File: src/design/exu_pkg.sv
package exu_pkg;

  // datapath and issue tag widths
  localparam int XLEN  = 64;
  localparam int TAG_W = 4;

  typedef logic [XLEN-1:0]  xlen_t;
  typedef logic [4:0]       reg_idx_t;
  // issue sequence number, wraps at 16
  typedef logic [TAG_W-1:0] tag_t;

  // execute unit select
  typedef enum logic [1:0] {
    ALU,
    BJP,
    LS
  } unit_e;

  typedef enum logic [3:0] {
    ADD,
    SUB,
    SLL,
    SLT,
    SLTU,
    XOR,
    SRL,
    SRA,
    OR,
    AND,
    LUI,
    EBREAK
  } alu_op_e;

  typedef enum logic [2:0] {
    JAL,
    JALR,
    BEQ,
    BNE,
    BLT,
    BGE,
    BLTU,
    BGEU
  } bjp_op_e;

  // access size and kind, msb first as on the old info bus
  typedef struct packed {
    logic dw;
    logic word;
    logic db;
    logic bt;     // single byte access
    logic usign;
    logic store;
    logic load;
  } ls_info_t;

  // one decoded operation
  typedef struct packed {
    unit_e    unit;
    alu_op_e  alu_op;
    bjp_op_e  bjp_op;
    ls_info_t ls_info;
    logic     rd_wr_en;
    reg_idx_t rd_idx;
    xlen_t    op1;
    xlen_t    op2;
    xlen_t    op1_jp;
    xlen_t    op2_jp;
    logic     invalid;
  } exu_op_t;

  // one execute result
  typedef struct packed {
    logic     rd_wr_en;
    reg_idx_t rd_idx;
    xlen_t    alu_res;
    ls_info_t ls_info;
    xlen_t    rs2_store;
    logic     jump_flag;
    xlen_t    jump_addr;
    logic     ebreak;
    logic     invalid;
  } exu_res_t;

  typedef struct packed {
    exu_op_t op;
    tag_t    tag;
  } lane_req_t;

  typedef struct packed {
    exu_res_t res;
    tag_t     tag;
  } lane_res_t;

  // lane FSM
  typedef enum logic [1:0] {
    IDLE,
    SHIFT,
    DONE
  } lane_state_e;

endpackage

File: src/design/exu_collect.sv
module exu_collect #(
  parameter int unsigned NUM_LANES = 4
) (
  input  logic                 clk,
  input  logic                 rst_n_i,
  input  logic [NUM_LANES-1:0] lane_done_i,
  input  exu_pkg::lane_res_t   lane_res_i [NUM_LANES],
  output logic                 retire_o,
  output logic                 res_valid_o,
  output exu_pkg::exu_res_t    res_o
);

  import exu_pkg::*;

  logic [NUM_LANES-1:0] slot_vld_q;
  lane_res_t            slot_q [NUM_LANES];
  tag_t                 exp_tag_q;

  // slot contents, or the lane output in its done cycle
  logic [NUM_LANES-1:0] cand_vld;
  lane_res_t            cand [NUM_LANES];

  logic                 hit;
  logic [NUM_LANES-1:0] sel_oh;
  exu_res_t             sel_res;

  logic                 out_vld_q;
  exu_res_t             out_res_q;

  always_comb begin
    for (int i = 0; i < NUM_LANES; i++) begin
      cand_vld[i] = slot_vld_q[i] | lane_done_i[i];
      cand[i]     = slot_vld_q[i] ? slot_q[i] : lane_res_i[i];
    end
  end

  // find the result carrying the next tag in order
  always_comb begin
    hit     = 1'b0;
    sel_oh  = '0;
    sel_res = '0;
    for (int i = 0; i < NUM_LANES; i++) begin
      if (!hit && cand_vld[i] && (cand[i].tag == exp_tag_q)) begin
        hit       = 1'b1;
        sel_oh[i] = 1'b1;
        sel_res   = cand[i].res;
      end
    end
  end

  always_ff @(posedge clk or negedge rst_n_i) begin
    if (!rst_n_i) begin
      slot_vld_q <= '0;
      exp_tag_q  <= '0;
      out_vld_q  <= 1'b0;
    end else begin
      out_vld_q <= hit;
      if (hit) begin
        exp_tag_q <= exp_tag_q + 1'b1;
      end
      for (int i = 0; i < NUM_LANES; i++) begin
        if (sel_oh[i]) begin
          slot_vld_q[i] <= 1'b0;
        end else if (lane_done_i[i]) begin
          slot_vld_q[i] <= 1'b1;
        end
      end
    end
  end

  always_ff @(posedge clk) begin
    for (int i = 0; i < NUM_LANES; i++) begin
      if (lane_done_i[i]) begin
        slot_q[i] <= lane_res_i[i];
      end
    end
    if (hit) begin
      out_res_q <= sel_res;
    end
  end

  // every emitted result frees one outstanding op
  assign retire_o    = out_vld_q;
  assign res_valid_o = out_vld_q;
  assign res_o       = out_res_q;

endmodule

File: config.mk
export PLATFORM = sky130hd
export DESIGN_NAME = exu_collect
export DESIGN_NICKNAME = d
export VERILOG_FILES = /design/src/design/exu_pkg.sv /design/src/design/exu_collect.sv
export SDC_FILE = /design/constraint.sdc
export NUM_CORES = 1
export LEC_CHECK = 0
export ABC_AREA = 0
export BUFFER_PORTS_ARGS = -buffer_cell sky130_fd_sc_hd__buf_2
export CORE_AREA = 3 3 413 415
export CTS_BUF_LIST = sky130_fd_sc_hd__clkbuf_4 sky130_fd_sc_hd__clkbuf_8
export CTS_CLUSTER_DIAMETER = 60
export DETAILED_ROUTE_END_ITERATION = 8
export DIE_AREA = 0 0 416 418
export MAX_ROUTING_LAYER = met4
export PLACE_DENSITY = 0.5
export SLEW_MARGIN = 40
export SYNTH_ARGS = -nofsm -noshare
export SYNTH_HDL_FRONTEND = slang
export SYNTH_SLANG_ARGS = --single-unit
export TNS_END_PERCENT = 50
File: constraint.sdc
create_clock -name clk -period 7.6 [get_ports clk]
set_input_delay 1.14 -clock clk [delete_from_list [all_inputs] [get_ports clk]]
set_output_delay 1.14 -clock clk [all_outputs]
set_load 0.02 [all_outputs]
==> flow_summary.toml <==
[sta]
fmax_ghz = 0.2380
tightest_slew_ps = 868.2
period_minus_slack_ps = 4203
slew_viol_final = 0
fin_tns_setup_ps = 0
finalSetupViolations = 0
fin_ws_ps = 3397
grt_setup_unrepaired = "false"
clock_skew_ps = 40.62
max_slew_margin = 0.4212
hold_viol = 0
finalCritPeriodShare = 0.5530

[power_and_ir_drop]
leakagePower_nw = 23.31
powerDensity_nw_per_um2 = 392.7
max-vdd-ir-drop_uv = 261.6

[clock_tree]
clk_root_buffer_cell = "clkbuf_8"
cts_buffers = 194
clock_sinks = 1065
clk_latency_ps = 980
cts_tree = "done"
htreeDepth = 4
clk_pin_slew_ps = 70
clockBufferDepth = 3

[logic_synthesis]
ys_ff_latch = 1065
synth_fp_nets = 3940
ys_async_sr_fraction = 0.008451
yosys.area.top_type = "edfxtp_1"
ys_top_cells_by_area = "edfxtp_1 (67%), mux2i_1 (9.1%), mux2_2 (5.0%)"
ys_types = 37
synthFlopType = "edfxtp_1"
ys_seq_area_frac = 0.6743
yosysWarnings = 0
synth.avg_cell_area_sq_um = 15.35
synth_edf_count = 1056
synthCells = 3085
syn_area_sq_um = 47360
synth_top_area_share = 0.6695

[route]
highest_layer = "met4"
firstDrtPassIters = 6
drc_errors = 0
dr_wl_met3_mm = 13.84
wl_met2_mm = 94.90
wl_met1_mm = 76.64
wl_per_cell_um = 29.07
vias_per_cell = 5.159
drtIter0Drc = 2689
vias = 34000
detail-route-antenna-nets = 0
wirelength_mm = 191.6

[worst_setup_path]
path_class = "flop to flop"
crit_path_end = "res_o[66]"
crit_fanout = 87
crit_required_ps = 8280
worstPathArrival_ps = 4880
start_kind = "flop"
rr_startpoint = "slot_vld_q[2]"
crit-reg2reg-capture = "res_o[66]"
rrSetupSlack_ps = 3400
end_kind = "flop"
startpoint = "slot_vld_q[2]"
reg2regPathDepth = 9

[placement]
finalWeightedCongestion = 0.8513
hpwl_mm = 129.0
post-place-ws_ps = 3071
io_buffers = 1063

[floorplanning]
die_w_um = 416
initial_core_util = 0.2835
pin_count = 1064
core_area_sq_um = 167000
die_h_um = 418
die_area_sq_um = 173900
rows = 150

[cells_and_area]
nets = 4988
layout_common_cells = "buf_2 (1059), edfxtp_1 (1056), mux2i_1 (426)"
drive_above_1_share = 0.3900
area.growth.synth_to_final_pct = 24.97
final_common_cell = "buf_2"

[global_routing]
grt_max_degree = 135
grt_pass1_vias = 34580
grt_pass1_wl_mm = 265.1
grt_usage = 0.2167
antenna_found_initial = 135
overflow = 0

[run_status]
outcome = "finished clean"

[worst_hold_path]
hold_path_class = "input port to flop"

[flow_run]
maxCapViolCount = 0
-- sequential cells by signal, summed over array words and instances, names as in the netlist --
register and flops:
slot_vld_q 4, res_valid_o 1, res_o 208, slot_q 848, exp_tag_q 4
-- timing repair --
| item | CTS | global route |
|---|---|---|
| buffers inserted | 0 | 0 |
| hold buffers | 1 | 0 |
| hold endpoints to repair | 9 | 0 |
| gates resized for setup | 0 | 0 |
-- power by group --
part | total (mW) | switching, mW | internal (mW)
clock | 5.52 | 2.59 | 2.93
sequential | 8.74 | 0.528 | 8.21
combinational | 8.98 | 5.96 | 3.02
-- cell usage after synthesis, types with 6 or more instances --
master / instances
a211oi_1: 208
dfrtp_1: 9
buf_1: 7
o22ai_1: 209
xor2_1: 6
xnor2_1: 10
nor3_1: 208
buf_6: 23
clkbuf_1: 199
buf_2: 48
mux2_2: 209
mux2i_1: 429
buf_4: 6
a311oi_1: 208
nor2b_1: 208
nor2_1: 6
edfxtp_1: 1056
-- metal layers --
| metal | global-route usage | up-vias |
|---|---|---|
| li1 | - | 14880 |
| met1 | 0.2545 | 17270 |
| met2 | 0.3572 | 1490 |
| met3 | 0.05788 | 351 |
| met4 | 0.07891 | 0 |
| met5 | - | - |
-- critical path, stage by stage, from the launching register on --
cell      delay (ps)
dfrtp_4          820
buf_4            500
mux2i_1          290
xor2_1           190
and4_1           250
o211ai_1         230
buf_12           250
buf_16           220
a211oi_1         770
o22ai_1          160
-- area by class of cell --
class	instances	area [sq um]
Tap cell	2204	2758
Clock inverter	71	473.0
Clock buffer	277	3343
Timing Repair Buffer	1135	6225
Sequential cell	1065	31950
Antenna cell	101	252.7
Inverter	5	26.28
Fill cell	16450	107800
Multi-Input combinational cell	1732	14160
-- stage by stage --
stage / hold WS [ps] / instance area, sq um / power [mW] / utilization / cells
after floorplan: 540.2 / 47360 / 14.18 / - / 3085
after global placement: 590.4 / 54800 / 17.77 / 0.3281 / 6129
after detailed placement: 602.2 / 54970 / 17.89 / 0.3291 / 6134
after CTS: 233.4 / 58800 / 23.47 / 0.3520 / 6483
after global routing: 218.9 / 59170 / 24.29 / 0.3543 / 6584
final: 348.7 / 59190 / 23.24 / 0.3543 / 6590
-- how the worst min path moves through the flow --
stage	startpoint	end	slack, ps	depth (start not counted)
floorplan	exp_tag_q[0]	exp_tag_q[0]	540	1
global placement	slot_q[3][92]	res_o[88]	590	2
detailed placement	slot_q[3][151]	res_o[147]	600	2
CTS	lane_res_i[358]	slot_q[2][146]	230	1
global route	lane_res_i[119]	slot_q[3][119]	220	1
finish	lane_res_i[359]	slot_q[2][147]	350	1
-- logic make-up after synthesis --
group / count (synthesis) / share of synthesized area
multiplexers: 638 / 0.1404
AND/OR/NAND/NOR: 438 / 0.05257
buffers and inverters: 288 / 0.02821
adder cells (fa/ha/maj): 1 / 0.0002641
flip-flops: 1065 / 0.6743
XOR/XNOR: 16 / 0.002959
AO/OA/AOI/OAI: 639 / 0.1013
(Power assumes the default switching activity.)
