**config.mk**
```make
export PLATFORM = sky130hd
export DESIGN_NAME = exu_lane
export DESIGN_NICKNAME = d
export VERILOG_FILES = /design/src/design/exu_pkg.sv /design/src/design/exu_lane.sv
export SDC_FILE = /design/constraint.sdc
export NUM_CORES = 2
export LEC_CHECK = 0
export BUFFER_PORTS_ARGS = -buffer_cell sky130_fd_sc_hd__buf_2
export CAP_MARGIN = 15
export CORE_ASPECT_RATIO = 0.8
export CORE_UTILIZATION = 55
export DETAILED_ROUTE_END_ITERATION = 10
export PLACE_DENSITY = 0.76
export SETUP_SLACK_MARGIN = 0.1
export SYNTH_ARGS = -nofsm -noshare
export SYNTH_HDL_FRONTEND = slang
export SYNTH_SLANG_ARGS = --single-unit
```
**constraint.sdc**
```tcl
create_clock -name clk -period 42.3 [get_ports clk]
set_input_delay 2.115 -clock clk [delete_from_list [all_inputs] [get_ports clk]]
set_output_delay 2.115 -clock clk [all_outputs]
set_load 0.02 [all_outputs]
```
**src/design/exu_pkg.sv**
```systemverilog
package exu_pkg;

  // datapath and issue tag widths
  localparam int XLEN  = 64;
  localparam int TAG_W = 4;

  typedef logic [XLEN-1:0]  xlen_t;
  typedef logic [4:0]       reg_idx_t;
  // issue sequence number, wraps at 16
  typedef logic [TAG_W-1:0] tag_t;

  // execute unit select
  typedef enum logic [1:0] {
    ALU,
    BJP,
    LS
  } unit_e;

  typedef enum logic [3:0] {
    ADD,
    SUB,
    SLL,
    SLT,
    SLTU,
    XOR,
    SRL,
    SRA,
    OR,
    AND,
    LUI,
    EBREAK
  } alu_op_e;

  typedef enum logic [2:0] {
    JAL,
    JALR,
    BEQ,
    BNE,
    BLT,
    BGE,
    BLTU,
    BGEU
  } bjp_op_e;

  // access size and kind, msb first as on the old info bus
  typedef struct packed {
    logic dw;
    logic word;
    logic db;
    logic bt;     // single byte access
    logic usign;
    logic store;
    logic load;
  } ls_info_t;

  // one decoded operation
  typedef struct packed {
    unit_e    unit;
    alu_op_e  alu_op;
    bjp_op_e  bjp_op;
    ls_info_t ls_info;
    logic     rd_wr_en;
    reg_idx_t rd_idx;
    xlen_t    op1;
    xlen_t    op2;
    xlen_t    op1_jp;
    xlen_t    op2_jp;
    logic     invalid;
  } exu_op_t;

  // one execute result
  typedef struct packed {
    logic     rd_wr_en;
    reg_idx_t rd_idx;
    xlen_t    alu_res;
    ls_info_t ls_info;
    xlen_t    rs2_store;
    logic     jump_flag;
    xlen_t    jump_addr;
    logic     ebreak;
    logic     invalid;
  } exu_res_t;

  typedef struct packed {
    exu_op_t op;
    tag_t    tag;
  } lane_req_t;

  typedef struct packed {
    exu_res_t res;
    tag_t     tag;
  } lane_res_t;

  // lane FSM
  typedef enum logic [1:0] {
    IDLE,
    SHIFT,
    DONE
  } lane_state_e;

endpackage

```
**src/design/exu_lane.sv**
```systemverilog
module exu_lane (
  input  logic               clk,
  input  logic               rst_n_i,
  input  logic               start_i,
  input  exu_pkg::lane_req_t req_i,
  output logic               busy_o,
  output logic               done_o,
  output exu_pkg::lane_res_t res_o
);

  import exu_pkg::*;

  lane_state_e state_q;
  lane_req_t   req_q;
  lane_req_t   cur_req;
  exu_op_t     op;
  xlen_t       shv_q;
  logic [1:0]  steps_q;
  exu_res_t    res_c;
  lane_res_t   res_q;

  logic        is_alu;
  logic        is_bjp;
  logic        is_ls;
  logic        is_shift;
  logic        long_shift;
  logic        accept;
  logic        finish;

  logic        use_sub;
  logic        cmp_unsigned;
  logic [XLEN:0] add_a;
  logic [XLEN:0] add_b;
  logic [XLEN:0] sum;
  logic        lt;
  logic        eq;

  xlen_t       sh_src;
  logic [4:0]  sh_amt;
  xlen_t       sh_out;
  xlen_t       alu_val;

  // held request while shifting, live request otherwise
  assign cur_req = (state_q == SHIFT) ? req_q : req_i;
  assign op      = cur_req.op;

  assign is_alu     = (op.unit == ALU);
  assign is_bjp     = (op.unit == BJP);
  assign is_ls      = (op.unit == LS);
  assign is_shift   = is_alu && (op.alu_op inside {SLL, SRL, SRA});
  // more than 15 bits needs extra steps
  assign long_shift = is_shift && (op.op2[5:4] != 2'd0);

  assign accept = start_i && (state_q != SHIFT);
  assign finish = (accept && !long_shift) || (state_q == SHIFT && steps_q == 2'd1);

  // shared 65 bit adder, also the comparator
  assign use_sub = (is_alu && (op.alu_op inside {SUB, SLT, SLTU})) ||
                   (is_bjp && !(op.bjp_op inside {JAL, JALR}));
  assign cmp_unsigned = (is_alu && op.alu_op == SLTU) ||
                        (is_bjp && (op.bjp_op inside {BLTU, BGEU}));

  assign add_a = {(cmp_unsigned ? 1'b0 : op.op1[XLEN-1]), op.op1};
  assign add_b = {(cmp_unsigned ? 1'b0 : op.op2[XLEN-1]), op.op2};
  assign sum   = add_a + (use_sub ? ~add_b : add_b) + {{XLEN{1'b0}}, use_sub};
  assign lt    = sum[XLEN];
  assign eq    = (sum[XLEN-1:0] == '0);

  // first step takes shamt[3:0], later steps 16 bits each
  assign sh_src = (state_q == SHIFT) ? shv_q : op.op1;
  assign sh_amt = (state_q == SHIFT) ? 5'd16 : {1'b0, op.op2[3:0]};

  always_comb begin
    case (op.alu_op)
      SLL:     sh_out = sh_src << sh_amt;
      SRL:     sh_out = sh_src >> sh_amt;
      SRA:     sh_out = xlen_t'($signed(sh_src) >>> sh_amt);
      default: sh_out = sh_src;
    endcase
  end

  always_comb begin
    case (op.alu_op)
      ADD, SUB:      alu_val = sum[XLEN-1:0];
      SLT, SLTU:     alu_val = {{(XLEN-1){1'b0}}, lt};
      XOR:           alu_val = op.op1 ^ op.op2;
      OR:            alu_val = op.op1 | op.op2;
      AND:           alu_val = op.op1 & op.op2;
      SLL, SRL, SRA: alu_val = sh_out;
      LUI:           alu_val = op.op2;
      default:       alu_val = '0;
    endcase
  end

  always_comb begin
    res_c.rd_wr_en  = op.rd_wr_en;
    res_c.rd_idx    = op.rd_idx;
    // jumps and memory ops give op1 + op2, branches op1 - op2
    res_c.alu_res   = is_alu ? alu_val : sum[XLEN-1:0];
    res_c.ls_info   = is_ls ? op.ls_info : '0;
    res_c.rs2_store = (is_ls && op.ls_info.store) ? op.op2_jp : '0;
    res_c.jump_addr = op.op1_jp + op.op2_jp;
    res_c.ebreak    = is_alu && (op.alu_op == EBREAK);
    res_c.invalid   = op.invalid;
    res_c.jump_flag = 1'b0;
    if (is_bjp) begin
      case (op.bjp_op)
        JAL, JALR:  res_c.jump_flag = 1'b1;
        BEQ:        res_c.jump_flag = eq;
        BNE:        res_c.jump_flag = !eq;
        BLT, BLTU:  res_c.jump_flag = lt;
        default:    res_c.jump_flag = !lt;
      endcase
    end
  end

  always_ff @(posedge clk or negedge rst_n_i) begin
    if (!rst_n_i) begin
      state_q <= IDLE;
      steps_q <= '0;
    end else begin
      case (state_q)
        SHIFT: begin
          steps_q <= steps_q - 1'b1;
          if (steps_q == 2'd1) begin
            state_q <= DONE;
          end
        end
        default: begin
          if (start_i) begin
            state_q <= long_shift ? SHIFT : DONE;
            steps_q <= op.op2[5:4];
          end else begin
            state_q <= IDLE;
          end
        end
      endcase
    end
  end

  always_ff @(posedge clk) begin
    if (accept) begin
      req_q <= req_i;
    end
    if (accept || state_q == SHIFT) begin
      shv_q <= sh_out;
    end
    if (finish) begin
      res_q <= '{res: res_c, tag: cur_req.tag};
    end
  end

  assign busy_o = (state_q != IDLE);
  assign done_o = (state_q == DONE);
  assign res_o  = res_q;

endmodule

```
==> impl_results.md <==
- DR vias: 40410
- Post_cts resized: 0
- Areal power density over the cells: 38.93 nW/um^2
- GP Congestion: 1.058
- Final Total Pwr: 1823 uW
- Startpoint Class: register
- Fin Setup TNS: 0 ns
- CP max FO: 150
- Layout cells sized above 1: 13.96%
- Post-synth ARST share: less than 1%
- Overall Global Routing Usage: 41.16%
- Slew HR: 10.48%
- Synth area leaders: edfxtp_1 40%, nand2_1 7.9%, ha_1 7.6%
- Setup crit end kind: register
- Register area: 16890 sq um
- Leak: ~0.020 uW
- Unrepaired setup endpoints after global routing: no
- Area grow syn2layout: 12.17%
- Primary FF master, synth: edfxtp_1
- Max-cap violations: 0
- # port buffers: about 500
- VDD IR max: 33.81 uV
- Avg WL per Cell: 26.74 um
- Drt pass-1 iters: 8
- 1st-iter DRT viols: 6447
- Syn nets: about 5300
- Routed Antenna Nets: 0
- CTS HTree Levels: 2
- Final min period: around 8.4 ns
- Top-area cell type share of the netlist area: 40.21%
- Vias in the first global route: 36460
- Area of the multi-input gates: 23140 sq um
- Area leader, netlist: edfxtp_1
- Setup CP Type: reg2reg
- Hold Crit Class: reg2reg
- Layout Nets: 5600
- Unique masters post-synth: slightly below 100
- Clk_lat worst skew: 0.67 ns
- Clock slew at reported path FFs: 0.06 ns
- Final Hold Vio Count: 0
- Crit share post-route: 19.85%
- #FFs+latches synth: 563
- Setup Skew: approximately 0.028 ns
- Post-route DRC: 0
- CTS Buf Count: 58
- Max Root-Sink Buffers: 3
- FP Rows: 89
- Initial antenna violation count: 35
- # clock sinks: 563
- First-pass GRT wire length: roughly 240000 um
- Die ar.: 77010 sq um
- Largest net degree at the start of global routing: 151
- R2r setup slk: 33.90 ns
- DR vias/cell: 6.585
- Crit path DAT: 8.75 ns
- Avg Inst Size Synth: 8.794 sq um
- Die Span Y: ~250 um
- Post-synth EDFFs: around 560
- Seq/Total Area, Yosys: 40.45%
- CTS tree: yes
- Die span in x: 310.0 um
- WP data required: 42.65 ns
- Post-CTS Setup Inserts: 0
- Hold_buf cts: 0
- Core area: 74390 sq um
- Status: finished, final reports clean
- Fmax: around 0.12 GHz
- Synth Warn #: 0
- Post-detail-place hpwl: 124500 um
- FILL cells: 6497
- I/O pin cnt: 500
- Grt ovf: 0
- Final Slew Violations: 0
- Initial Util: about 56%
- Final wirelength: 164100 um
- Post-synthesis cell area: between 40000 and 50000 sq um
- Root buffer cell: clkbuf_16
- Final count of negative-setup-slack endpoints: 0
- Worst slew pin tran: around 1.3 ns
- Cells after Synth: approximately 4700
-- cells in the mapped netlist (7+ instances only) --
library cell  instances
a2111oi_0             7
a211oi_1             72
a21boi_0              9
a21o_1              114
a21oi_1             629
a221o_1              15
a221oi_1             48
a22oi_1              14
a311oi_1             19
a31o_2                9
a31oi_1              45
and2_1               86
and3_1               31
buf_1                56
buf_2                16
clkbuf_1            232
edfxtp_1            559
ha_1                255
inv_1               171
mux2i_1             208
nand2_1             884
nand2b_1             22
nand3_1              49
nand4_1              34
nor2_1              299
nor2b_1              20
nor3_1               57
nor3b_1               8
nor4_1                9
o211ai_1             19
o21a_1               25
o21ai_0             245
o21bai_1             33
o221ai_1             10
o22ai_1              89
o31a_1                7
o31ai_1              22
or2_2                 8
or3_1                14
xnor2_1             135
xor2_1               43
-- cell families (layout without fill, tap and decap cells) --
logic type                 count (synthesis)  after routing  share of synthesized area [%]
other                                      0             29                              0
and+or+nand+nor                         1554           1554                          16.18
AOI/OAI and AO/OA                       1498           1498                          22.14
buffers and inverters                    478            837                          4.382
xor gates and xnor gates                 178            178                          3.735
DFF                                      563            563                          40.45
adders and majority gates                257            257                          7.739
muxes                                    219            219                          5.377
-- routing by layer --
layer	vias to the layer above	wire, um	track usage [%]
li1	18010	-	-
met1	19290	68170	60.67
met2	2773	64360	53.53
met3	324	25940	17.06
met4	14	5537	13.55
met5	-	86	0
-- critical path: stages (launching register included) --
cell      delay (ns)
dfrtp_1         0.58
and2b_4         0.69
buf_4           0.62
buf_12          0.59
buf_4           0.74
nand2_1         0.11
nand2_1         0.09
ha_1            0.30
a211oi_1        0.13
o21bai_1        0.47
a2111o_1        0.25
a211oi_1        0.12
nor2_1          0.29
a31oi_1         0.32
o31ai_1         0.69
a21oi_1         0.34
a21o_1          0.29
a21oi_1         0.25
nor2_1          0.15
o311ai_0        0.66
xnor2_1         0.25
-- worst paths after layout --
check,startpoint,endpoint,cells past startpoint
worst max-delay path,state_q[0],res_o[69],20
worst min-delay path,steps_q[0],steps_q[0],1
worst max register to register,state_q[0],res_o[69],20
worst min register to register,steps_q[0],steps_q[0],1
max in group asynchronous,rst_n_i,state_q[0],1
min in group asynchronous,rst_n_i,steps_q[1],1
-- stage by stage --
stage / worst slack, ns / area, sq um / utilization, % / instances / hold slack, ns
global placement: 33.87 / 44840 / 60.28 / 5992 / 0.4652
floorplan: 28.32 / 41740 / - / 4747 / 0.4417
CTS: 34.18 / 46710 / 62.79 / 6101 / 0.4728
global route: 33.56 / 46800 / 62.91 / 6126 / 0.5111
finish: 33.90 / 46820 / 62.94 / 6136 / 0.4708
detailed placement: 33.72 / 44840 / 60.28 / 5992 / 0.4645
-- placed cells by master (no fill, tap or decap), types with 43 or more instances in the layout --
cell	netlist	routed
a211oi_1	72	72
a21o_1	114	113
a21oi_1	629	629
a221oi_1	48	48
a31oi_1	45	45
and2_1	86	85
buf_2	16	500
buf_4	0	51
clkbuf_16	0	58
edfxtp_1	559	559
ha_1	255	255
inv_1	171	169
mux2i_1	208	208
nand2_1	884	881
nand3_1	49	49
nor2_1	299	294
nor3_1	57	56
o21ai_0	245	243
o22ai_1	89	88
xnor2_1	135	135
xor2_1	43	43
-- report_power, final --
group / switching [uW] / internal [uW] / total, uW
clock network: 240 / 280 / 520
logic: 405 / 194 / 600
registers: 18.6 / 685 / 704
-- sequential cells by signal, indices dropped and copies added, names as in the netlist --
| signal | cells |
|---|---|
| steps_q | 2 |
| state_q | 2 |
| res_o | 212 |
| req_q | 283 |
| shv_q | 64 |
-- final cells by class --
type,count,area share (%)
sequential,563,36.06
antenna,29,0.1550
clock buffer,69,3.188
inverter,172,1.395
timing repair buffer,556,6.304
clock inverter,40,0.8017
multi-input combinational,3706,49.42
tap,1001,2.675
Note: power is estimated with default switching activity, not from simulation.
