**config.mk**
```make
export PLATFORM = sky130hd
export DESIGN_NAME = exu_dispatch
export DESIGN_NICKNAME = d
export VERILOG_FILES = /design/src/design/exu_pkg.sv /design/src/design/exu_dispatch.sv
export SDC_FILE = /design/constraint.sdc
export NUM_CORES = 1
export LEC_CHECK = 0
export ABC_AREA = 1
export ABC_CLOCK_PERIOD_IN_PS = 4600
export BUFFER_PORTS_ARGS = -buffer_cell sky130_fd_sc_hd__buf_2
export CAP_MARGIN = 10
export CELL_PAD_IN_SITES_DETAIL_PLACEMENT = 2
export CELL_PAD_IN_SITES_GLOBAL_PLACEMENT = 2
export CORE_AREA = 8 8 215 217
export CTS_CLUSTER_DIAMETER = 200
export DETAILED_ROUTE_END_ITERATION = 16
export DIE_AREA = 0 0 223 225
export GPL_TIMING_DRIVEN = 1
export PLACE_DENSITY_LB_ADDON = 0.1
export SYNTH_ARGS = -nofsm -noshare
export SYNTH_HDL_FRONTEND = slang
export SYNTH_SLANG_ARGS = --single-unit
```
**constraint.sdc**
```tcl
create_clock -name clk -period 4.6 [get_ports clk]
set_clock_uncertainty 0.05 [all_clocks]
set_input_delay 0.23 -clock clk [delete_from_list [all_inputs] [get_ports clk]]
set_output_delay 0.23 -clock clk [all_outputs]
set_load 0.1 [all_outputs]
```
**src/design/exu_pkg.sv**
```systemverilog
package exu_pkg;

  // datapath and issue tag widths
  localparam int XLEN  = 64;
  localparam int TAG_W = 4;

  typedef logic [XLEN-1:0]  xlen_t;
  typedef logic [4:0]       reg_idx_t;
  // issue sequence number, wraps at 16
  typedef logic [TAG_W-1:0] tag_t;

  // execute unit select
  typedef enum logic [1:0] {
    ALU,
    BJP,
    LS
  } unit_e;

  typedef enum logic [3:0] {
    ADD,
    SUB,
    SLL,
    SLT,
    SLTU,
    XOR,
    SRL,
    SRA,
    OR,
    AND,
    LUI,
    EBREAK
  } alu_op_e;

  typedef enum logic [2:0] {
    JAL,
    JALR,
    BEQ,
    BNE,
    BLT,
    BGE,
    BLTU,
    BGEU
  } bjp_op_e;

  // access size and kind, msb first as on the old info bus
  typedef struct packed {
    logic dw;
    logic word;
    logic db;
    logic bt;     // single byte access
    logic usign;
    logic store;
    logic load;
  } ls_info_t;

  // one decoded operation
  typedef struct packed {
    unit_e    unit;
    alu_op_e  alu_op;
    bjp_op_e  bjp_op;
    ls_info_t ls_info;
    logic     rd_wr_en;
    reg_idx_t rd_idx;
    xlen_t    op1;
    xlen_t    op2;
    xlen_t    op1_jp;
    xlen_t    op2_jp;
    logic     invalid;
  } exu_op_t;

  // one execute result
  typedef struct packed {
    logic     rd_wr_en;
    reg_idx_t rd_idx;
    xlen_t    alu_res;
    ls_info_t ls_info;
    xlen_t    rs2_store;
    logic     jump_flag;
    xlen_t    jump_addr;
    logic     ebreak;
    logic     invalid;
  } exu_res_t;

  typedef struct packed {
    exu_op_t op;
    tag_t    tag;
  } lane_req_t;

  typedef struct packed {
    exu_res_t res;
    tag_t     tag;
  } lane_res_t;

  // lane FSM
  typedef enum logic [1:0] {
    IDLE,
    SHIFT,
    DONE
  } lane_state_e;

endpackage

```
**src/design/exu_dispatch.sv**
```systemverilog
module exu_dispatch #(
  parameter int unsigned NUM_LANES = 4
) (
  input  logic                   clk,
  input  logic                   rst_n_i,
  input  logic                   op_valid_i,
  input  exu_pkg::exu_op_t       op_i,
  input  logic [NUM_LANES-1:0]   lane_busy_i,
  input  logic                   retire_i,
  output logic                   issue_ready_o,
  output logic [NUM_LANES-1:0]   lane_start_o,
  output exu_pkg::lane_req_t     lane_req_o
);

  import exu_pkg::*;

  tag_t                 tag_q;
  tag_t                 ret_tag_q;
  logic [3:0]           outstanding_q;
  // lanes holding an op whose result has not retired yet
  logic [NUM_LANES-1:0] owned_q;
  logic [NUM_LANES-1:0] free_lanes;
  logic [NUM_LANES-1:0] pick;
  logic [NUM_LANES-1:0] ret_mask;
  logic                 issue;

  // lane that ran each tag, read back in retire order
  logic [NUM_LANES-1:0] tag_lane_q [2**TAG_W];

  assign free_lanes = ~(owned_q | lane_busy_i);

  // lowest index wins
  always_comb begin
    pick = '0;
    for (int i = NUM_LANES - 1; i >= 0; i--) begin
      if (free_lanes[i]) begin
        pick    = '0;
        pick[i] = 1'b1;
      end
    end
  end

  assign issue_ready_o = (|free_lanes) && (outstanding_q < 4'(NUM_LANES));
  assign issue         = op_valid_i && issue_ready_o;
  assign ret_mask      = retire_i ? tag_lane_q[ret_tag_q] : '0;

  always_ff @(posedge clk or negedge rst_n_i) begin
    if (!rst_n_i) begin
      lane_start_o  <= '0;
      tag_q         <= '0;
      ret_tag_q     <= '0;
      outstanding_q <= '0;
      owned_q       <= '0;
    end else begin
      lane_start_o <= issue ? pick : '0;
      owned_q      <= (owned_q & ~ret_mask) | (issue ? pick : '0);
      if (issue) begin
        tag_q <= tag_q + 1'b1;
      end
      if (retire_i) begin
        ret_tag_q <= ret_tag_q + 1'b1;
      end
      case ({issue, retire_i})
        2'b10:   outstanding_q <= outstanding_q + 1'b1;
        2'b01:   outstanding_q <= outstanding_q - 1'b1;
        default: outstanding_q <= outstanding_q;
      endcase
    end
  end

  // request payload and tag table
  always_ff @(posedge clk) begin
    if (issue) begin
      lane_req_o        <= '{op: op_i, tag: tag_q};
      tag_lane_q[tag_q] <= pick;
    end
  end

endmodule

```
==> results of run 1 <==
[per-layer routing]
layer,wire [um],up-vias
li1,-,4189
met3,5090,84
met4,1670,4
met1,19900,4798
met2,34500,347
met5,23,-
[metrics by stage]
step / cell area [um2] / hold slack, ns / util / setup slack (ns)
6_report: 19900 / 0.0670 / 0.466 / 1.83
5_1_grt: 19900 / 0.0518 / 0.466 / 1.66
4_1_cts: 19900 / 0.0336 / 0.465 / 1.78
3_5_place_dp: 15900 / 0.230 / 0.372 / 1.79
3_3_place_gp: 15900 / 0.230 / 0.372 / 1.83
2_1_floorplan: 12400 / -0.116 / - / 1.68
[synthesized netlist by cell type, types with 2 or more instances]
cell type | instances | share of area
dfrtp_1 | 20 | 0.040
buf_6 | 5 | 0.0045
nand3_1 | 45 | 0.018
inv_4 | 2 | 0.0010
buf_2 | 2 | 0.00081
nor2_1 | 23 | 0.0070
nand2_4 | 3 | 0.0027
inv_1 | 69 | 0.021
xor2_1 | 9 | 0.0064
edfxtp_1 | 347 | 0.84
o21ai_0 | 4 | 0.0016
ha_1 | 7 | 0.0071
buf_4 | 5 | 0.0030
nand2_1 | 132 | 0.040
[worst max-delay path: stages, from the launching register on]
cell and delay, ns:
dfrtp_1 0.39, nor2_1 0.16, inv_1 0.10, nand4_2 0.12
nand3_2 0.20, inv_8 0.48, buf_4 0.80
[cell families (layout without fill, tap and decap cells)]
logic type / Yosys count / count (layout) / share of synthesized area
buffers and inverters: 85 / 997 / 0.0309
AO/OA/AOI/OAI: 4 / 4 / 0.00162
AND/OR/NAND/NOR: 207 / 207 / 0.0706
other: 0 / 9 / 0
adder cells (fa/ha/maj): 8 / 8 / 0.00868
XOR/XNOR: 10 / 10 / 0.00707
flip-flops: 367 / 367 / 0.881
[state kept, by name (all words and copies together) (netlist names)]
| signal | cells |
|---|---|
| lane_start_o | 4 |
| tag_q | 4 |
| owned_q | 4 |
| outstanding_q | 4 |
| ret_tag_q | 4 |
| lane_req_o | 283 |
| tag_lane_q | 64 |
[power by group through the flow]
stage	combinational, mW	clock [mW]	sequential [mW]
final	5.22	3.04	4.72
after global routing	5.42	3.23	4.78
after CTS	5.25	3.05	4.69
after detailed placement	5.03	0	4.74
after global placement	5.01	0	4.72
after floorplan	0.928	0	7.77
[worst paths after layout]
check	from	end	slack, ns	cells after the start
min in group asynchronous	rst_n_i	ret_tag_q[1]	0.17	2
hold reg to reg	owned_q[0]	owned_q[0]	0.43	2
hold / removal	op_valid_i	tag_q[0]	0.07	3
setup / recovery	owned_q[2]	lane_req_o[53]	1.83	6
max in group asynchronous	rst_n_i	tag_q[0]	3.95	2
setup reg to reg	owned_q[2]	lane_req_o[53]	1.83	6
[area by class of cell]
type | instances | area, um2 | share of cell area
flip-flops and latches | 367 | 10900 | 0.549
repair buffers | 860 | 5740 | 0.288
clock buffers | 55 | 1100 | 0.0553
multi-input cells | 229 | 1090 | 0.0550
well taps | 546 | 683 | 0.0343
inverters | 72 | 283 | 0.0142
clock inverters | 10 | 57.6 | 0.00289
diodes | 9 | 22.5 | 0.00113
[cells in the final DEF, fill, tap and decap left out, types with 3 or more instances in the layout]
cell type | synthesis | final
xor2_1 | 9 | 9
nand2_4 | 3 | 3
nand2_1 | 132 | 132
diode_2 | 0 | 9
clkinv_1 | 0 | 6
edfxtp_1 | 347 | 347
buf_2 | 2 | 574
nor2_1 | 23 | 21
nand3_1 | 45 | 45
ha_1 | 7 | 7
inv_1 | 69 | 69
clkbuf_1 | 1 | 13
o21ai_0 | 4 | 4
dlygate4sd3_1 | 0 | 281
clkbuf_16 | 0 | 42
dfrtp_1 | 20 | 20
buf_4 | 5 | 4
==> summary.md, run 1 <==
| Metric | Value |
|---|---|
| Pins over their slew limit | 0 |
| Share of cells above drive strength 1 | 0.399 |
| Clock power share | 0.234 |
| Initial antenna violation count | 12 |
| Core outline area | ~0.043 mm2 |
| Die X-Extent | 223 um |
| Via density | 4.39 |
| Syn Std Cell Area | approximately 0.012 mm2 |
| Seq/Total Area, Yosys | 0.881 |
| DR iter-0 viols | ~450 |
| Grt peak-use layer | met2 |
| Sw frac | 0.472 |
| Hold WC Path Type | in2reg |
| Cells after DPL | roughly 1,800 |
| M2 GR Usage | 0.454 |
| Synthesis warning total | 0 |
| Post-synth net total | slightly below 1,000 |
| Root Buffer Master | clkbuf_16 |
| Gpl congestion | 0.850 |
| Met1 Track Usage GR | 0.226 |
| First-pass GRT wire length | 83,600 um |
| IR drop worst, VDD | roughly 0.56 mV |
| Logic pwr share | 0.402 |
| Critical Path Sink Type | register |
| GRT met3 Usage | 0.0938 |
| Clock buffer depth | 3 |
| CTS Hold Bufs | about 280 |
| Setup_tns | 0 ns |
| Internal | roughly 6.9 mW |
| Total track usage | 0.234 |
| CP arrival | slightly below 3 ns |
| Resize count post-CTS | 0 |
| Post-Syn Instances | slightly below 700 |
| Unrepaired setup endpoints after global routing | no |
| TritonCTS clock tree | yes |
| Syn Area/Cell | 18.2 um2 |
| Setup Viol. Count Final | 0 |
| Pwr/cell area | 652 mW/mm2 |
| Clock-pin slew on the worst setup and hold paths | roughly 0.06 ns |
| Initial Utilization | 0.290 |
| Post-synth EDFFs | between 300 and 400 |
| Wire length per cell | ~28 um |
| Status | completed |
| Final min period | about 2.8 ns |
| H-tree levels | 2 |
| CTS buffer count | just over 40 |
| Die Height | around 230 um |
| Post-Route WL | about 61,000 um |
| Via count | approximately 9,400 |
| Pin count of the biggest net entering global routing | roughly 130 |
| Final global-route overflow total | 0 |
| Die area | ~0.050 mm2 |
| Clk_lat worst skew | between 0.5 and 0.6 ns |
| Post-DRT Antenna Nets | 0 |
| # port buffers | 574 |
| Synthesized flop and latch total | about 370 |
| P&R area growth vs syn | 60.5% |
| Crit path max fanout | between 80 and 90 |
| Fin crit share | 0.602 |
| Post-Layout Cell Count | between 2,000 and 2,500 |
| CP required | 4.72 ns |
| Prevailing post-synth register cell | edfxtp_1 |
| Setup CP Type | reg2reg |
| # IOs | 575 |
| Clk sink count | ~370 |
| Psw | 6.13 mW |
| Postcts setup bufs | 0 |
| Pre-antenna DRT Iters | 4 |
| DP Wirelength | 41,300 um |
| Row cnt | 76 |
| Drt drc | 0 |
| Filler cells | approximately 4,100 |
| Total Power | 13.0 mW |
| Critical path startpoint category | register |
| Peak Freq | 361 MHz |
| Vias in the first global route | about 11,000 |
| Max Cap Viol | 0 |
| Register share of total power | 0.364 |
| Library cells used by synthesis | 22 |
| Nets | about 1,900 |
| Rel. slew slack | 0.367 |
| Asr flop ratio synth | 0.0545 |
| Worst Tran Pin Value | about 0.95 ns |
| Lkg Pwr | ~8.5 nW |
| Final Hold Viols | 0 |
Power figures use the tool's default switching activity.
==> inputs of run 2 (changes only) <==
--- a/config.mk
+++ b/config.mk
@@ -6,15 +6,15 @@
 export NUM_CORES = 1
 export LEC_CHECK = 0
 export ABC_AREA = 1
-export ABC_CLOCK_PERIOD_IN_PS = 4600
+export ABC_CLOCK_PERIOD_IN_PS = 2400
 export BUFFER_PORTS_ARGS = -buffer_cell sky130_fd_sc_hd__buf_2
 export CAP_MARGIN = 10
 export CELL_PAD_IN_SITES_DETAIL_PLACEMENT = 2
 export CELL_PAD_IN_SITES_GLOBAL_PLACEMENT = 2
-export CORE_AREA = 8 8 215 217
+export CORE_MARGIN = 8
+export CORE_UTILIZATION = 28
 export CTS_CLUSTER_DIAMETER = 200
 export DETAILED_ROUTE_END_ITERATION = 16
-export DIE_AREA = 0 0 223 225
 export GPL_TIMING_DRIVEN = 1
 export PLACE_DENSITY_LB_ADDON = 0.1
 export SYNTH_ARGS = -nofsm -noshare
==> constraint.sdc (replaced) <==
create_clock -name clk -period 2.4 [get_ports clk]
set_clock_uncertainty 0.05 [all_clocks]
set_input_delay 0.12 -clock clk [delete_from_list [all_inputs] [get_ports clk]]
set_output_delay 0.12 -clock clk [all_outputs]
set_load 0.1 [all_outputs]
==> run 2 against run 1 <==
  * Design area rose by 2.2%
  * Count of clock-buffer cells in the layout down 6
  * First-iteration DRC count is 5.1% higher
  * Core utilization decreased by 0.32 points
  * Critical endpoint is now outstanding_q[3]
  * Largest cell class unchanged
==> summary.md, run 2 (synthesized netlist as in run 1, its figures left out) <==
| Metric | Value |
|---|---|
| Die area | 0.0513 mm2 (+2.1%) |
| First-pass GRT wire length | 82,100 um (-1.8%) |
| Internal | 13.7 mW (+100%) |
| Cells after DPL | 1,851 (+3.2%) |
| Reg with most FFs | lane_req_o |
| Unrepaired setup endpoints after global routing | no |
| Via count | 9,360 (-0.66%) |
| Clk_lat worst skew | 0.56 ns (about the same) |
| Hold WC Path Type | in2async |
| Pin count of the biggest net entering global routing | 112 (-11%) |
| R2r setup slk | 0.24 ns (-1.59 ns) |
| Root Buffer Master | clkbuf_16 |
| Via density | 4.21 (-4.1%) |
| Setup CP Type | reg2reg |
| Fin crit share | 0.901 (+0.298) |
| Worst r2r src | owned_q[2] |
| Nets | 1,880 (+0.75%) |
| Sw frac | 0.464 (-0.00784) |
| Gpl congestion | 0.809 (-4.8%) |
| Max reg flops | 283 (unchanged) |
| Share of cells above drive strength 1 | 0.407 (+0.00867) |
| Status | completed |
| Peak Freq | 463 MHz (+28%) |
| Total track usage | 0.227 (-0.00673) |
| Post-Layout Cell Count | 2,224 (+3.5%) |
| Row cnt | 77 (+1.3%) |
| Final Hold Viols | 0 (unchanged) |
| Critical Path Sink Type | register |
| Setup_tns | 0 ns (unchanged) |
| Top Registers | lane_req_o (283), tag_lane_q (64) |
| Final Cell Area | 0.0203 mm2 (+2.2%) |
| Initial Utilization | 0.282 (-0.00817) |
| Die X-Extent | 226 um (+1.5%) |
| Psw | 11.9 mW (+94%) |
| Logic pwr share | 0.399 (-0.003) |
| Worst r2r path cells | 13 (+7) |
| Drt drc | 0 (unchanged) |
| CP arrival | 2.54 ns (-0.35 ns) |
| Pins over their slew limit | 0 (unchanged) |
| Clock buffer depth | 3 (unchanged) |
| TritonCTS clock tree | yes |
| Clk sink count | 367 (unchanged) |
| Clock power share | 0.252 (+0.018) |
| # IOs | 575 (unchanged) |
| Critical path startpoint category | register |
| DR iter-0 viols | 474 (+5.1%) |
| R2R Path End | outstanding_q[3] |
| Setup Viol. Count Final | 0 (unchanged) |
| CTS buffer count | 42 (+2.4%) |
| P&R area growth vs syn | 64.0% |
| IR drop worst, VDD | 0.918 mV (+65%) |
| DP Wirelength | 41,200 um (-0.38%) |
| Post-Route WL | 60,400 um (-1.2%) |
| Crit path max fanout | 4 (-95%) |
| Wire length per cell | 27.2 um (-4.6%) |
| Pre-antenna DRT Iters | 5 (+1) |
| Worst Tran Pin Value | 0.658 ns (-0.291 ns) |
| Post-DRT Antenna Nets | 0 (unchanged) |
| Rel. slew slack | 0.564 (+0.197) |
| CP required | 2.78 ns (-1.94 ns) |
| Commonest non-fill, non-tap cell in the layout | buf_2 |
| Register share of total power | 0.349 (-0.015) |
| Total Power | 25.6 mW (+98%) |
| Pwr/cell area | 1260 mW/mm2 (+93%) |
| Resize count post-CTS | 0 (unchanged) |
| Min setup slack post-route | 0.238 ns (-1.59 ns) |
| Commonest cells after routing, fill and taps aside | 574 x buf_2, 347 x edfxtp_1, 282 x dlygate4sd3_1 |
| Die Height | 226 um (+0.62%) |
| Final global-route overflow total | 0 (unchanged) |
| Vias in the first global route | 11,051 (-0.27%) |
| Worst slack at placement | 0.228 ns (-1.56 ns) |
| Clock-pin slew on the worst setup and hold paths | 0.06 ns (about the same) |
| H-tree levels | 2 (unchanged) |
| Final min period | 2.16 ns (-0.609 ns) |
| Lkg Pwr | 8.65 nW (+1.9%) |
| Max Cap Viol | 0 (unchanged) |
| # port buffers | 574 (unchanged) |
| Initial antenna violation count | 13 (+1) |
| Post-place instance area | 0.0161 mm2 (+1.3%) |
| Core outline area | 0.0439 mm2 (+2.9%) |
run 2: what timing repair did:
item / in CTS / in global routing
endpoints found under the hold margin: 308 / 0
setup buffers: 0 / 0
hold buffers: 282 / 0
run 2: worst max path at each step:
stage | start | end | slack (ns)
final | owned_q[2] | outstanding_q[3] | 0.24
after global routing | owned_q[2] | outstanding_q[3] | 0.05
after CTS | owned_q[2] | outstanding_q[3] | 0.21
after detailed placement | owned_q[2] | outstanding_q[3] | 0.23
after global placement | owned_q[2] | outstanding_q[3] | 0.25
after floorplan | owned_q[2] | tag_lane_q[0][0] | 0.02
run 2: layout make-up:
| cell class | count | area (um2) |
|---|---|---|
| Antenna cell | 14 | 35.0 |
| Clock buffer | 49 | 1120 |
| Clock inverter | 28 | 239 |
| Fill cell | 4367 | 23600 |
| Inverter | 72 | 283 |
| Multi-Input combinational cell | 229 | 1090 |
| Sequential cell | 367 | 10900 |
| Tap cell | 592 | 741 |
| Timing Repair Buffer | 873 | 5900 |
run 2: through the flow:
step / hold slack (ns) / utilization
2_1_floorplan: -0.226 / -
3_3_place_gp: 0.0977 / 0.367
3_5_place_dp: 0.111 / 0.367
4_1_cts: 0.0484 / 0.462
5_1_grt: 0.104 / 0.463
6_report: 0.0587 / 0.463
run 2: power by group through the flow:
stage          registers [mW]  logic, mW  clock network (mW)
4_1_cts                  8.90       10.3                6.52
3_5_place_dp             8.99       9.88                   0
3_3_place_gp             8.95       9.86                   0
6_report                 8.95       10.2                6.45
5_1_grt                  9.06       10.6                6.83
2_1_floorplan            14.8       1.79                   0
run 2: worst max-delay path, cell delays in order, from the launching register on:
cell and delay [ns]:
dfrtp_1 0.38, nor2_1 0.17, inv_1 0.09, nand4_2 0.15, nand3_2 0.09, ha_1 0.26
ha_1 0.29, nand2_1 0.07, inv_1 0.04, o21ai_0 0.13, nand2_1 0.08, xor2_1 0.14
nand2_1 0.06, nand2_1 0.04
run 2: metal layers:
layer	track usage	wire length, um
met4	0.0806	1930
met2	0.423	33000
met1	0.227	20400
met5	0	28
met3	0.0903	5150
==> inputs of run 3 (changes only) <==
==> constraint.sdc (replaced) <==
create_clock -name clk -period 2.4 [get_ports clk]
set_clock_uncertainty 0.05 [all_clocks]
set_input_delay 0.12 -clock clk [delete_from_list [all_inputs] [get_ports clk]]
set_output_delay 0.12 -clock clk [all_outputs]
set_load 0.02 [all_outputs]
==> run 3 against run 2 <==
  * Setup slack got worse by 0.024 ns
  * Critical path type unchanged
  * Combinational power fell by 47%
  * Die area did not move
  * Sequential cell count did not move
  * Critical endpoint unchanged
  * Wire length rose by 0.44%
  * Worst hold slack got worse by 0.012 ns
  * Highest routed layer unchanged
==> summary.md, run 3 (synthesized netlist as in run 1, its figures left out) <==
| Metric | Value |
|---|---|
| # port buffers | 574 (unchanged) |
| Die area | 0.0513 mm2 (unchanged) |
| Vias in the first global route | 11,231 (+1.6%) |
| Via count | 9,472 (+1.2%) |
| Nets | 1,880 (unchanged) |
| Post-DRT Antenna Nets | 0 (unchanged) |
| Unrepaired setup endpoints after global routing | no |
| Share of cells above drive strength 1 | 0.405 (-0.00197) |
| Drt drc | 0 (unchanged) |
| Final min period | 2.19 ns (+0.0236 ns) |
| # IOs | 575 (unchanged) |
| Slowest cell on the critical path | dfrtp_1 |
| Row cnt | 77 (unchanged) |
| Wire length per cell | 27.4 um (+0.76%) |
| DR iter-0 viols | 445 (-6.1%) |
| Gpl congestion | 0.803 (-0.73%) |
| DP Wirelength | 40,800 um (-0.97%) |
| Final global-route overflow total | 0 (unchanged) |
| Filler cells | 4,307 (-1.4%) |
| Crit path max fanout | 4 (unchanged) |
| Initial Utilization | 0.282 (unchanged) |
| Root Buffer Master | clkbuf_16 |
| Pins over their slew limit | 0 (unchanged) |
| Reg with most FFs | lane_req_o |
| Max reg flops | 283 (unchanged) |
| Top cell family by delay on the critical path | simple AND/OR/NAND/NOR gates |
| WHS | 0.0462 ns (-0.0125 ns) |
| CP required | 2.80 ns (+0.02 ns) |
| Setup Viol. Count Final | 0 (unchanged) |
| Die X-Extent | 226 um (unchanged) |
| Fin crit share | 0.911 (+0.00984) |
| Worst slack at placement | 0.198 ns (-0.0293 ns) |
| Top Registers | lane_req_o (283), tag_lane_q (64) |
| Crit-path cells | nor2_1 -> inv_1 -> nand4_2 -> nand3_2 -> ha_1 -> ha_1 -> nand2_1 -> inv_1 -> o21ai_0 -> nand2_1 -> xor2_1 -> nand2_1 -> nand2_1 |
| Rel. slew slack | 0.545 (-0.0192) |
| Commonest cells after routing, fill and taps aside | 574 x buf_2, 347 x edfxtp_1, 282 x dlygate4sd3_1 |
| Clk_lat worst skew | 0.56 ns (about the same) |
| Setup CP Type | reg2reg |
| Status | completed |
| P&R area growth vs syn | 64.0% (about the same) |
| Resize count post-CTS | 0 (unchanged) |
| Clock buffer depth | 3 (unchanged) |
| Final Cell Area | 0.0203 mm2 (about the same) |
| Initial antenna violation count | 13 (unchanged) |
| H-tree levels | 2 (unchanged) |
| CTS Hold Bufs | 282 (unchanged) |
| Clock-pin slew on the worst setup and hold paths | 0.06 ns (about the same) |
| Core outline area | 0.0439 mm2 (unchanged) |
| Pre-antenna DRT Iters | 4 (-1) |
| Via density | 4.27 (+1.5%) |
| Setup_tns | 0 ns (unchanged) |
| Worst path bufs/invs | 2 (unchanged) |
| Total track usage | 0.231 (+0.00414) |
| Max Cap Viol | 0 (unchanged) |
| Hold WC Path Type | in2async |
| Pin count of the biggest net entering global routing | 112 (unchanged) |
| Worst Tran Pin Value | 0.682 ns (+0.0242 ns) |
| Critical Path Sink Type | register |
| Final Hold Viols | 0 (unchanged) |
| Lkg Pwr | 8.66 nW (about the same) |
| IR drop worst, VDD | 0.655 mV (-29%) |
| Critical path startpoint category | register |
| Post-place instance area | 0.0161 mm2 (about the same) |
| Clk sink count | 367 (unchanged) |
| Die Height | 226 um (unchanged) |
| Min setup slack post-route | 0.215 ns (-0.0236 ns) |
| Commonest non-fill, non-tap cell in the layout | buf_2 |
| Most numerous cell on the critical path | nand2_1 |
| TritonCTS clock tree | yes |
| Max incr delay on CP | 0.38 ns (about the same) |
| Postcts setup bufs | 0 (unchanged) |
| CP arrival | 2.58 ns (+0.04 ns) |
| Post-Route WL | 60,700 um (+0.44%) |
| First-pass GRT wire length | 83,600 um (+1.8%) |
| Peak Freq | 458 MHz (-1.1%) |
| CTS buffer count | 43 (+2.4%) |
| Pwr/cell area | 1030 mW/mm2 (-18%) |
run 3: changes by cell type in the layout (fill, tap and decap cells not counted), sizes merged, moves of 3 or more:
cell      before  now
clkbuf        49   56
clkinvlp       6    3
clkinv        19   12
diode         14    9
run 3: worst reg2reg max path: stages, from the launching register on:
cell and delay [ns]:
dfrtp_1 0.38, nor2_1 0.18, inv_1 0.09, nand4_2 0.14, nand3_2 0.09, ha_1 0.27, ha_1 0.30, nand2_1 0.06
inv_1 0.04, o21ai_0 0.14, nand2_1 0.08, xor2_1 0.14, nand2_1 0.06, nand2_1 0.05
run 3: worst paths after layout:
path / from / endpoint / slack (ns) / cells past startpoint
worst max-delay path: owned_q[2] / outstanding_q[3] / 0.21 / 13
worst min-delay path: rst_n_i / ret_tag_q[2] / 0.05 / 2
worst max register to register: owned_q[2] / outstanding_q[3] / 0.21 / 13
worst min register to register: owned_q[2] / owned_q[2] / 0.43 / 2
max in group asynchronous: rst_n_i / outstanding_q[2] / 1.88 / 2
min in group clk: lane_busy_i[1] / lane_start_o[1] / 0.18 / 7
run 3: where the power goes:
group / total (mW) / switching [mW] / leakage, nW / internal [mW]
combinational: 5.38 / 3.75 / 4.55 / 1.63
clock: 6.59 / 2.76 / 0.653 / 3.83
sequential: 8.96 / 0.521 / 3.45 / 8.44
total: 20.9 / 7.04 / 8.66 / 13.9
run 3: through the flow:
step | cells | utilization | power, mW
after detailed placement | 1850 | 0.367 | 14.0
after CTS | 2208 | 0.462 | 21.0
after global routing | 2217 | 0.463 | 21.8
final | 2217 | 0.463 | 20.9
after global placement | 1850 | 0.367 | 13.9
after floorplan | 681 | - | 11.7
run 3: area by class of cell:
type / count / area [um2] / share of cell area
tap: 592 / 741 / 0.0365
clock inverter: 20 / 211 / 0.0104
antenna: 9 / 22.5 / 0.00111
sequential: 367 / 10900 / 0.537
multi-input combinational: 229 / 1090 / 0.0539
timing repair buffer: 872 / 5890 / 0.290
inverter: 72 / 283 / 0.0139
clock buffer: 56 / 1160 / 0.0569
run 3: metal layers:
layer | vias up | routed length (um) | GRT usage
met5 | - | 37 | 0
met1 | 4750 | 20600 | 0.231
met2 | 373 | 32200 | 0.418
met4 | 6 | 2480 | 0.0981
li1 | 4233 | - | -
met3 | 110 | 5350 | 0.0978
